$ cat config.mk
export PLATFORM = sky130hd
export DESIGN_NAME = tcb_register_response
export DESIGN_NICKNAME = d
export VERILOG_FILES = /design/src/verilog/tcb_pkg.sv /design/src/verilog/tcb_register_response.sv
export VERILOG_INCLUDE_DIRS = /design/src /design/src/verilog
export SDC_FILE = /design/constraint.sdc
export NUM_CORES = 1
export LEC_CHECK = 0
export BUFFER_PORTS_ARGS = -buffer_cell sky130_fd_sc_hd__buf_2
export CORE_MARGIN = 5
export CORE_UTILIZATION = 25
export CTS_CLUSTER_DIAMETER = 50
export DETAILED_ROUTE_END_ITERATION = 8
export PLACE_DENSITY = 0.75
export SKIP_LAST_GASP = 1
export SYNTH_ARGS = -nofsm -noshare
export SYNTH_HDL_FRONTEND = slang
export SYNTH_SLANG_ARGS = --single-unit
$ cat constraint.sdc
create_clock -name man -period 0.8 [get_ports man]
set_clock_uncertainty 0.1 [all_clocks]
set_input_delay 0.12 -clock man [delete_from_list [all_inputs] [get_ports man]]
set_output_delay 0.12 -clock man [all_outputs]
set_load 0.03 [all_outputs]
$ cat src/verilog/tcb_params.svh
// TCB bus parameters

`ifndef TCB_PARAMS_SVH
`define TCB_PARAMS_SVH

// byte address width
`define TCB_ADR_W 12

// data width and byte lanes
`define TCB_DAT_W 32
`define TCB_BEN_W 4

// memory size in words, 1024 bytes
`define TCB_MEM_DEPTH 256

// memory response delay in cycles
`define TCB_MEM_DLY 1
// delay seen at the arbiter, memory plus one slice stage
`define TCB_RSP_DLY (`TCB_MEM_DLY + 1)

`endif

$ cat src/verilog/tcb_pkg.sv
// TCB shared types

`include "tcb_params.svh"

package tcb_pkg;

  ////////////////////////////////////////
  // data word
  ////////////////////////////////////////

  // one bus word with two decodings
  // word view for whole reads
  // byte view for lane-masked writes
  typedef union packed {
    logic [`TCB_DAT_W-1:0] word;
    logic [`TCB_BEN_W-1:0][7:0] bytes;
  } tcb_data_u;

  // lane 0 holds the lowest byte address
  // both views are the same width

endpackage

$ cat src/verilog/tcb_register_response.sv
// TCB response register slice

`timescale 1ns/10ps

`include "tcb_params.svh"

module tcb_register_response (
  input  logic                   man,
  // subordinate side, toward the arbiter
  input  logic                   sub_vld,
  input  logic                   sub_wen,
  input  logic [`TCB_ADR_W-1:0]  sub_adr,
  input  logic [`TCB_BEN_W-1:0]  sub_ben,
  input  tcb_pkg::tcb_data_u     sub_wdt,
  output tcb_pkg::tcb_data_u     sub_rdt,
  output logic                   sub_err,
  // manager side, toward the memory
  output logic                   man_vld,
  output logic                   man_wen,
  output logic [`TCB_ADR_W-1:0]  man_adr,
  output logic [`TCB_BEN_W-1:0]  man_ben,
  output tcb_pkg::tcb_data_u     man_wdt,
  input  tcb_pkg::tcb_data_u     man_rdt,
  input  logic                   man_err
);

  ////////////////////////////////////////
  // request, zero cycles
  ////////////////////////////////////////

  assign man_vld = sub_vld;
  assign man_wen = sub_wen;
  assign man_adr = sub_adr;
  assign man_ben = sub_ben;
  assign man_wdt = sub_wdt;

  ////////////////////////////////////////
  // response, one cycle
  ////////////////////////////////////////

  // whole response sampled every edge
  always_ff @(posedge man)
  begin
    sub_rdt <= man_rdt;
    sub_err <= man_err;
  end

endmodule

==> flow_summary.toml <==
[run_status]
outcome = "finished with violations"
violations = "negative setup slack"

[drt]
wl_mm = 2.90
drtIter0Drc = 6
first_pass_iters = 4
post_drt_wl_per_cell_um = 15.3
vias = 684
drc = 0
viasPerCell = 3.60
ant_nets = 0

[global_routing]
antenna_found_initial = 0
gr-usage-all-layers = 0.0999
overflow = 0
grt_pass1_vias = 778
grt_max_degree = 11
grt_pass1_wl_mm = 3.97

[power_and_ir_drop]
switching_power_mw = 0.844
intPower_mw = 2.85
p_leak_nw = 0.800
p_clk_frac = 0.357
combPwrFrac = 0.157
p_seq_frac = 0.486
powerDensity_nw_per_um2 = 2130
p_total_mw = 3.69
p_sw_frac = 0.229
irDropWorstVdd_mv = 0.736

[placement]
dpl.hpwl_mm = 1.75
port_buffers = 66
dp.cells = 149
gp_congestion = 0.589

[setup_path]
cp_cell_sequence = "buf_6"
required_ns = 0.58
endpoint_kind = "output port"
slowest_delay_ns = 0.34
crit_slowest_cell = "dfxtp_2"
worst-path-buf-inv = 1
worst-path-max-fanout = 1
startpoint_type = "flip-flop"
critical-path-top-delay-family = "flip-flops"
crit_arrival_ns = 0.74
path_class = "flip-flop to output port"

[timing]
slew_viol_final = 0
relSlewSlack = 0.948
layout_setup_ws_ns = -0.158
worst_pin_slew_ns = 0.0787
max_clock_freq_mhz = 1040
hold_viol_final = 0
fin_crit_ns = 0.958
holdWs_ns = 0.140
setup_viol = 33
rsz0062_at_grt = "yes"
fin_tns_setup_ns = -4.57
fin_crit_sh = 1.20

[clocking]
postCtsSetupBuffers = 0
cts.root.buffer_cell = "clkbuf_8"
cts_tree = "built"
clockBufferDepth = 2
cts_num_sinks = 33
cts_made_buffers = 5
htreeDepth = 2
clk_pin_slew_ns = 0.07

[synthesis]
ys_seq_area_frac = 0.638
synth-seq-cells = 33
synth_area_leaders = "dfxtp_1 64%, buf_4 36%"
synth_cell_type_count = 2
synth_nets = 167
synth_area_um2 = 1040
synth.most_common_cell = "buf_4"
synth_commonest_cells = "50 x buf_4, 33 x dfxtp_1"
postSynthAreaPerCell_um2 = 12.5
ys_warn_count = 0
synth_edf_count = 0
synth_top_area_share = 0.638
synth_ff_type = "dfxtp_1"
synth_top_cell_by_area = "dfxtp_1"
async_flop_share = 0
synthesis.instances = 83

[die]
io_pins = 167
die_height_um = 74.4
dieArea_um2 = 5530
coreArea_um2 = 4000
die_x_um = 74.4
num_rows = 23
start_util = 0.259

[finish]
antennaDiodeCount = 0
fin_cells = 190
fin_nets = 223
fillers = 353
areaGrowthSynthToFinish_pct = 67.3
multi_input_area_um2 = 0
drive_above_1_share = 0.764
multi_input_cells = 0
regArea_um2 = 702

[hold_path]
min_path_type = "input port to output port"

[job]
max-cap-violations = 0
## final cells by class
type / instances / share of cell area
Clock buffer: 7 / 0.0556
Clock inverter: 1 / 0.00289
Tap cell: 50 / 0.0361
Sequential cell: 33 / 0.405
Timing Repair Buffer: 99 / 0.500
## final timing paths
path | startpoint | endpoint | slack (ns) | cells after the start
min | sub_adr[0] | man_adr[0] | 0.14 | 0
max | sub_rdt[25] | sub_rdt[25] | -0.16 | 1
## cell usage in the layout (no fill, tap or decap)
| cell | count |
|---|---|
| buf_2 | 33 |
| buf_6 | 33 |
| clkbuf_8 | 7 |
| clkinv_2 | 1 |
| dfxtp_2 | 33 |
| dlygate4sd3_1 | 33 |
## kinds of logic after synthesis
kind of cell           Yosys count  share of synthesized area
buffers and inverters           50                      0.362
DFF                             33                      0.638
## routing by layer
layer	routed length, um	share of wire	track usage
met1	776	0.27	0.0724
met2	1550	0.53	0.192
met3	484	0.17	0.0473
met4	94	0.032	0.0771
met5	0	0	0
## registers in the layout (all words and copies together) (netlist names)
register	cells
sub_rdt	32
sub_err	1
## metrics by stage
step | setup slack, ns | cell area, um2 | utilization
2_1_floorplan | 0.121 | 1040 | -
3_3_place_gp | 0.0845 | 1050 | 0.263
3_5_place_dp | 0.0807 | 1050 | 0.263
4_1_cts | -0.161 | 1730 | 0.433
5_1_grt | -0.186 | 1730 | 0.433
6_report | -0.158 | 1730 | 0.433
## power groups by stage
| stage | Sequential (mW) | Combinational [mW] | Clock (mW) |
|---|---|---|---|
| 6_report | 1.79 | 0.580 | 1.32 |
| 5_1_grt | 1.80 | 0.607 | 1.40 |
| 4_1_cts | 1.79 | 0.575 | 1.35 |
| 3_5_place_dp | 1.79 | 0.347 | 0 |
| 3_3_place_gp | 1.78 | 0.342 | 0 |
| 2_1_floorplan | 1.97 | 0.468 | 0 |
## repair_timing
item                                    4_1_cts  5_1_grt
resized for setup                            99        0
hold buffers                                 33        0
pin swaps                                     0        0
endpoints found under the setup margin       33       33
endpoints found under the hold margin        33        0
Note: power is estimated with default switching activity, not from simulation.
