## src/verilog/tcb_params.svh

```systemverilog
// TCB bus parameters

`ifndef TCB_PARAMS_SVH
`define TCB_PARAMS_SVH

// byte address width
`define TCB_ADR_W 12

// data width and byte lanes
`define TCB_DAT_W 32
`define TCB_BEN_W 4

// memory size in words, 1024 bytes
`define TCB_MEM_DEPTH 256

// memory response delay in cycles
`define TCB_MEM_DLY 1
// delay seen at the arbiter, memory plus one slice stage
`define TCB_RSP_DLY (`TCB_MEM_DLY + 1)

`endif

```

## src/verilog/tcb_pkg.sv

```systemverilog
// TCB shared types

`include "tcb_params.svh"

package tcb_pkg;

  ////////////////////////////////////////
  // data word
  ////////////////////////////////////////

  // one bus word with two decodings
  // word view for whole reads
  // byte view for lane-masked writes
  typedef union packed {
    logic [`TCB_DAT_W-1:0] word;
    logic [`TCB_BEN_W-1:0][7:0] bytes;
  } tcb_data_u;

  // lane 0 holds the lowest byte address
  // both views are the same width

endpackage

```

## src/verilog/tcb_arbiter.sv

```systemverilog
// TCB two-port round-robin arbiter

`timescale 1ns/10ps

`include "tcb_params.svh"

module tcb_arbiter (
  input  logic                   man,
  input  logic                   reset,
  // manager 0 request
  input  logic                   m0_vld,
  input  logic                   m0_wen,
  input  logic [`TCB_ADR_W-1:0]  m0_adr,
  input  logic [`TCB_BEN_W-1:0]  m0_ben,
  input  tcb_pkg::tcb_data_u     m0_wdt,
  // manager 1 request
  input  logic                   m1_vld,
  input  logic                   m1_wen,
  input  logic [`TCB_ADR_W-1:0]  m1_adr,
  input  logic [`TCB_BEN_W-1:0]  m1_ben,
  input  tcb_pkg::tcb_data_u     m1_wdt,
  // manager handshake and response
  output logic                   m0_rdy,
  output logic                   m1_rdy,
  output logic                   m0_rsp_vld,
  output logic                   m1_rsp_vld,
  output tcb_pkg::tcb_data_u     m0_rdt,
  output tcb_pkg::tcb_data_u     m1_rdt,
  output logic                   m0_err,
  output logic                   m1_err,
  // shared bus request
  output logic                   bus_vld,
  output logic                   bus_wen,
  output logic [`TCB_ADR_W-1:0]  bus_adr,
  output logic [`TCB_BEN_W-1:0]  bus_ben,
  output tcb_pkg::tcb_data_u     bus_wdt,
  // shared bus response, TCB_RSP_DLY after transfer
  input  tcb_pkg::tcb_data_u     bus_rdt,
  input  logic                   bus_err
);

  ////////////////////////////////////////
  // grant
  ////////////////////////////////////////

  // priority bit, 0 favours manager 0
  logic pri;
  logic gnt0;
  logic gnt1;

  // manager 0 wins when alone or when it holds priority
  assign gnt0 = m0_vld & (~m1_vld | ~pri);
  // manager 1 likewise
  assign gnt1 = m1_vld & (~m0_vld | pri);

  // only the other port's grant holds a manager off
  assign m0_rdy = ~gnt1;
  assign m1_rdy = ~gnt0;

  // priority moves to the loser after a contested cycle
  always_ff @(posedge man)
  begin
    if (reset)
    begin
      pri <= 1'b0;
    end
    else if (m0_vld & m1_vld)
    begin
      pri <= gnt0;
    end
  end

  ////////////////////////////////////////
  // request mux
  ////////////////////////////////////////

  // any request is granted, so any vld is a transfer
  assign bus_vld = gnt0 | gnt1;
  // gnt1 selects manager 1
  assign bus_wen = gnt1 ? m1_wen : m0_wen;
  assign bus_adr = gnt1 ? m1_adr : m0_adr;
  assign bus_ben = gnt1 ? m1_ben : m0_ben;
  assign bus_wdt = gnt1 ? m1_wdt : m0_wdt;

  ////////////////////////////////////////
  // response owner pipeline
  ////////////////////////////////////////

  // one entry per cycle of response delay
  logic [`TCB_RSP_DLY-1:0] pipe_vld;
  // owner of each entry, 1 for manager 1
  logic [`TCB_RSP_DLY-1:0] pipe_own;

  always_ff @(posedge man)
  begin
    if (reset)
    begin
      pipe_vld <= '0;
      pipe_own <= '0;
    end
    else
    begin
      pipe_vld <= {pipe_vld[`TCB_RSP_DLY-2:0], bus_vld};
      pipe_own <= {pipe_own[`TCB_RSP_DLY-2:0], gnt1};
    end
  end

  // last entry lines up with the bus response
  assign m0_rsp_vld = pipe_vld[`TCB_RSP_DLY-1] & ~pipe_own[`TCB_RSP_DLY-1];
  assign m1_rsp_vld = pipe_vld[`TCB_RSP_DLY-1] &  pipe_own[`TCB_RSP_DLY-1];

  // data fans out, strobes qualify it
  assign m0_rdt = bus_rdt;
  assign m1_rdt = bus_rdt;
  assign m0_err = bus_err;
  assign m1_err = bus_err;

endmodule

```

## config.mk

```make
export PLATFORM = sky130hd
export DESIGN_NAME = tcb_arbiter
export DESIGN_NICKNAME = d
export VERILOG_FILES = /design/src/verilog/tcb_pkg.sv /design/src/verilog/tcb_arbiter.sv
export VERILOG_INCLUDE_DIRS = /design/src /design/src/verilog
export SDC_FILE = /design/constraint.sdc
export NUM_CORES = 1
export LEC_CHECK = 0
export BUFFER_PORTS_ARGS = -buffer_cell sky130_fd_sc_hd__buf_2
export CAP_MARGIN = 40
export CELL_PAD_IN_SITES_DETAIL_PLACEMENT = 2
export CELL_PAD_IN_SITES_GLOBAL_PLACEMENT = 2
export CORE_AREA = 2 2 112 114
export CTS_CLUSTER_DIAMETER = 120
export DETAILED_ROUTE_END_ITERATION = 10
export DIE_AREA = 0 0 114 116
export HOLD_SLACK_MARGIN = 0.05
export PLACE_DENSITY = 0.95
export SYNTH_ARGS = -nofsm -noshare
export SYNTH_HDL_FRONTEND = slang
export SYNTH_SLANG_ARGS = --single-unit
```

## constraint.sdc

```tcl
create_clock -name man -period 2.8 [get_ports man]
set_clock_uncertainty 0.1 [all_clocks]
set_input_delay 0.14 -clock man [delete_from_list [all_inputs] [get_ports man]]
set_output_delay 0.14 -clock man [all_outputs]
set_load 0.02 [all_outputs]
```

==> results by group <==
Clocking
  • Clock Tree Buf Depth: 2
  • CTS Root Buffer Type: clkbuf_16
  • Post-CTS Setup Bufs: 0
  • CTS Buf Count: 3
  • CTS H-tree depth: 1
  • CTS tree: built
  • CTS sink cnt: 5
  • Clk Latency, worst-skew pair: 230 ps
  • Clock transition at path regs: 30 ps

Drt
  • Routed via count: 1,247
  • Drt pass-1 iters: 4
  • Routed vias/inst: 3.31
  • # DRC: 0
  • Final wirelength: 4850 um
  • Iteration-0 DRC Markers: 16
  • Routed Antenna Nets: 0
  • Routed WL per cell: 12.9 um

Min path
  • Cells on Worst Hold Path: 0
  • Hold EP: m0_rdt[1]
  • Min-delay src: bus_rdt[1]
  • Worst Hold Class: in -> out

Timing
  • Final period util: 0.695
  • Max-slew violation count: 0
  • Max-Slew Margin vs Limit: 0.723
  • Max Freq: 514 MHz
  • Setup_tns: 0 ps
  • Hold Vio Cnt, Final: 0
  • RSZ-0062 raised after global routing: no
  • Tmin final: 1950 ps
  • Final setup viols: 0
  • Worst Max-Slew Pin Slew: 415 ps
  • PnR worst setup slack: 853 ps

Power
  • Net Switching: 0.000217 W
  • P_int: 0.000422 W
  • Sw Share: 0.340
  • Power per Cell Area: 355 mW/mm^2
  • Reg power frac: 0.123
  • Comb power frac: 0.513
  • Clock Power Share: 0.364
  • Maximum vdd drop: 131 uV
  • LEAKAGE: 0.942 nW

Setup path
  • Max Fanout on Critical Path: 33
  • FF-to-FF Start: pri
  • Worst r2r path cells: 3
  • R2R setup slack: 1610 ps
  • Critical Path AT: 1710 ps
  • Setup CP Type: reg -> out
  • Crit start category: register
  • Worst R2R End: pipe_own[0]
  • Critical Path RT: 2560 ps
  • Crit end category: primary output

Floorplan
  • # IOs: 255
  • Site Rows: 40
  • Die Wd: 114 um
  • Core area: 0.0119 sq mm
  • Overall die height: 116 um
  • Initial core utilization: 0.108
  • Die area: 0.0132 sq mm

GRT
  • GRT overflow: 0
  • Largest net degree at the start of global routing: 34
  • First-pass GRT wire length: 6540 um
  • Number of global-route vias before repair: 1,359
  • Initial antenna violation count: 0
  • Global Route Usage Sum: 0.0638

Logic synthesis
  • Mean Syn Cell Area: 9.27 sq um
  • Cell taking the most area after synthesis: mux2_2
  • Sequential element share of the synthesized area: 0.0777
  • Synth unique cells: 13
  • Share of the synthesized area in the top cell type: 0.393
  • Post-synthesis cell area: 0.00129 sq mm
  • Syn nets: 274
  • Seq cells post-synth: 5
  • Gate Count Post-Synth: 139
  • Area contributors post-synth: mux2_2 (39%), buf_4 (38%), dfxtp_1 (7.8%)
  • YS warnings: 0

Place
  • Port bufs: 155
  • DP Area: 0.00171 sq mm
  • Pre-CTS setup slack: 1070 ps
  • Routability Congestion: 0.684
  • Detailed placement HPWL: 4370 um

Cells and area
  • Most frequent cells in the layout: buf_2 (155), mux2_2 (45), dfxtp_1 (5), mux2_1 (4), nor2b_1 (4)
  • Area Growth Syn to Fin: 39.7%
  • Layout cells sized above 1: 0.900
  • # fillers: 1,415
  • Ant. Diodes: 0
  • Design area: 0.00180 sq mm
  • Most common cell after layout, fill and taps aside: buf_2
  • Nets: 366

Outcome
  • Status: completed

Run
  • Max Cap Violations: 0
-- layer usage --
layer | GRT usage | wire length, um | up-vias
li1 | - | - | 578
met1 | 0.0477 | 1370 | 555
met2 | 0.144 | 2850 | 96
met3 | 0.0178 | 523 | 18
met4 | 0.0260 | 104 | 0
met5 | 0 | 0 | -
-- state kept, by name, summed over array words and instances (netlist names) --
name	flops
pipe_own	2
pipe_vld	2
pri	1
-- cell type report --
cell class | instances | area [sq um] | share of cell area
sequential | 5 | 100 | 0.0556
clock buffer | 4 | 78.8 | 0.0438
tap | 147 | 184 | 0.102
inverter | 1 | 3.75 | 0.00208
multi-input combinational | 62 | 633 | 0.352
timing repair buffer | 158 | 801 | 0.445
-- per-stage QoR --
stage          power (W)   util  hold WS (ps)  instances
2_1_floorplan   0.000414      -           112        139
3_3_place_gp    0.000398  0.144           180        372
3_5_place_dp    0.000412  0.144           180        372
4_1_cts         0.000652  0.151           180        377
5_1_grt         0.000679  0.151           180        377
6_report        0.000640  0.151           180        377
-- synth_stat cells, drive strengths merged --
library cell  instances
and2                  1
buf                  71
dfxtp                 5
inv                   1
mux2                 49
nand2                 3
nor2                  2
nor2b                 4
o21ai                 1
or2                   1
xor2                  1
-- critical path: stages (launching register included) --
cell and delay [ps]:
dfxtp_1 350, o21ai_4 170, buf_4 380, mux2_2 390, buf_2 160
-- repair_timing --
item,in CTS,in global routing
endpoints found under the hold margin,4,0
gates resized for setup,0,0
hold buffers,1,0
-- worst max path at each step --
stage / cells after the start / start / slack (ps) / endpoint
floorplan: 3 / pri / 1390 / bus_wdt[23]
global placement: 4 / pri / 1150 / bus_wdt[7]
detailed placement: 4 / pri / 1070 / bus_wdt[26]
CTS: 4 / pri / 820 / bus_wdt[26]
global route: 4 / pri / 770 / bus_wdt[10]
finish: 4 / pri / 850 / bus_wdt[11]
-- kinds of logic after synthesis --
kind of cell | count (synthesis) | synth area share
flip-flops | 5 | 0.0777
buffers and inverters | 72 | 0.431
XOR/XNOR | 1 | 0.00680
AND/OR/NAND/NOR | 11 | 0.0437
multiplexers | 49 | 0.428
AO/OA/AOI/OAI | 1 | 0.0126
-- power by group through the flow --
stage	Sequential, W	Combinational [W]	Clock [W]
final	0.0000787	0.000328	0.000233
after global routing	0.0000790	0.000352	0.000247
after detailed placement	0.0000797	0.000332	0
after global placement	0.0000792	0.000319	0
after floorplan	0.0000791	0.000335	0
after CTS	0.0000787	0.000335	0.000239
(Power assumes the default switching activity.)
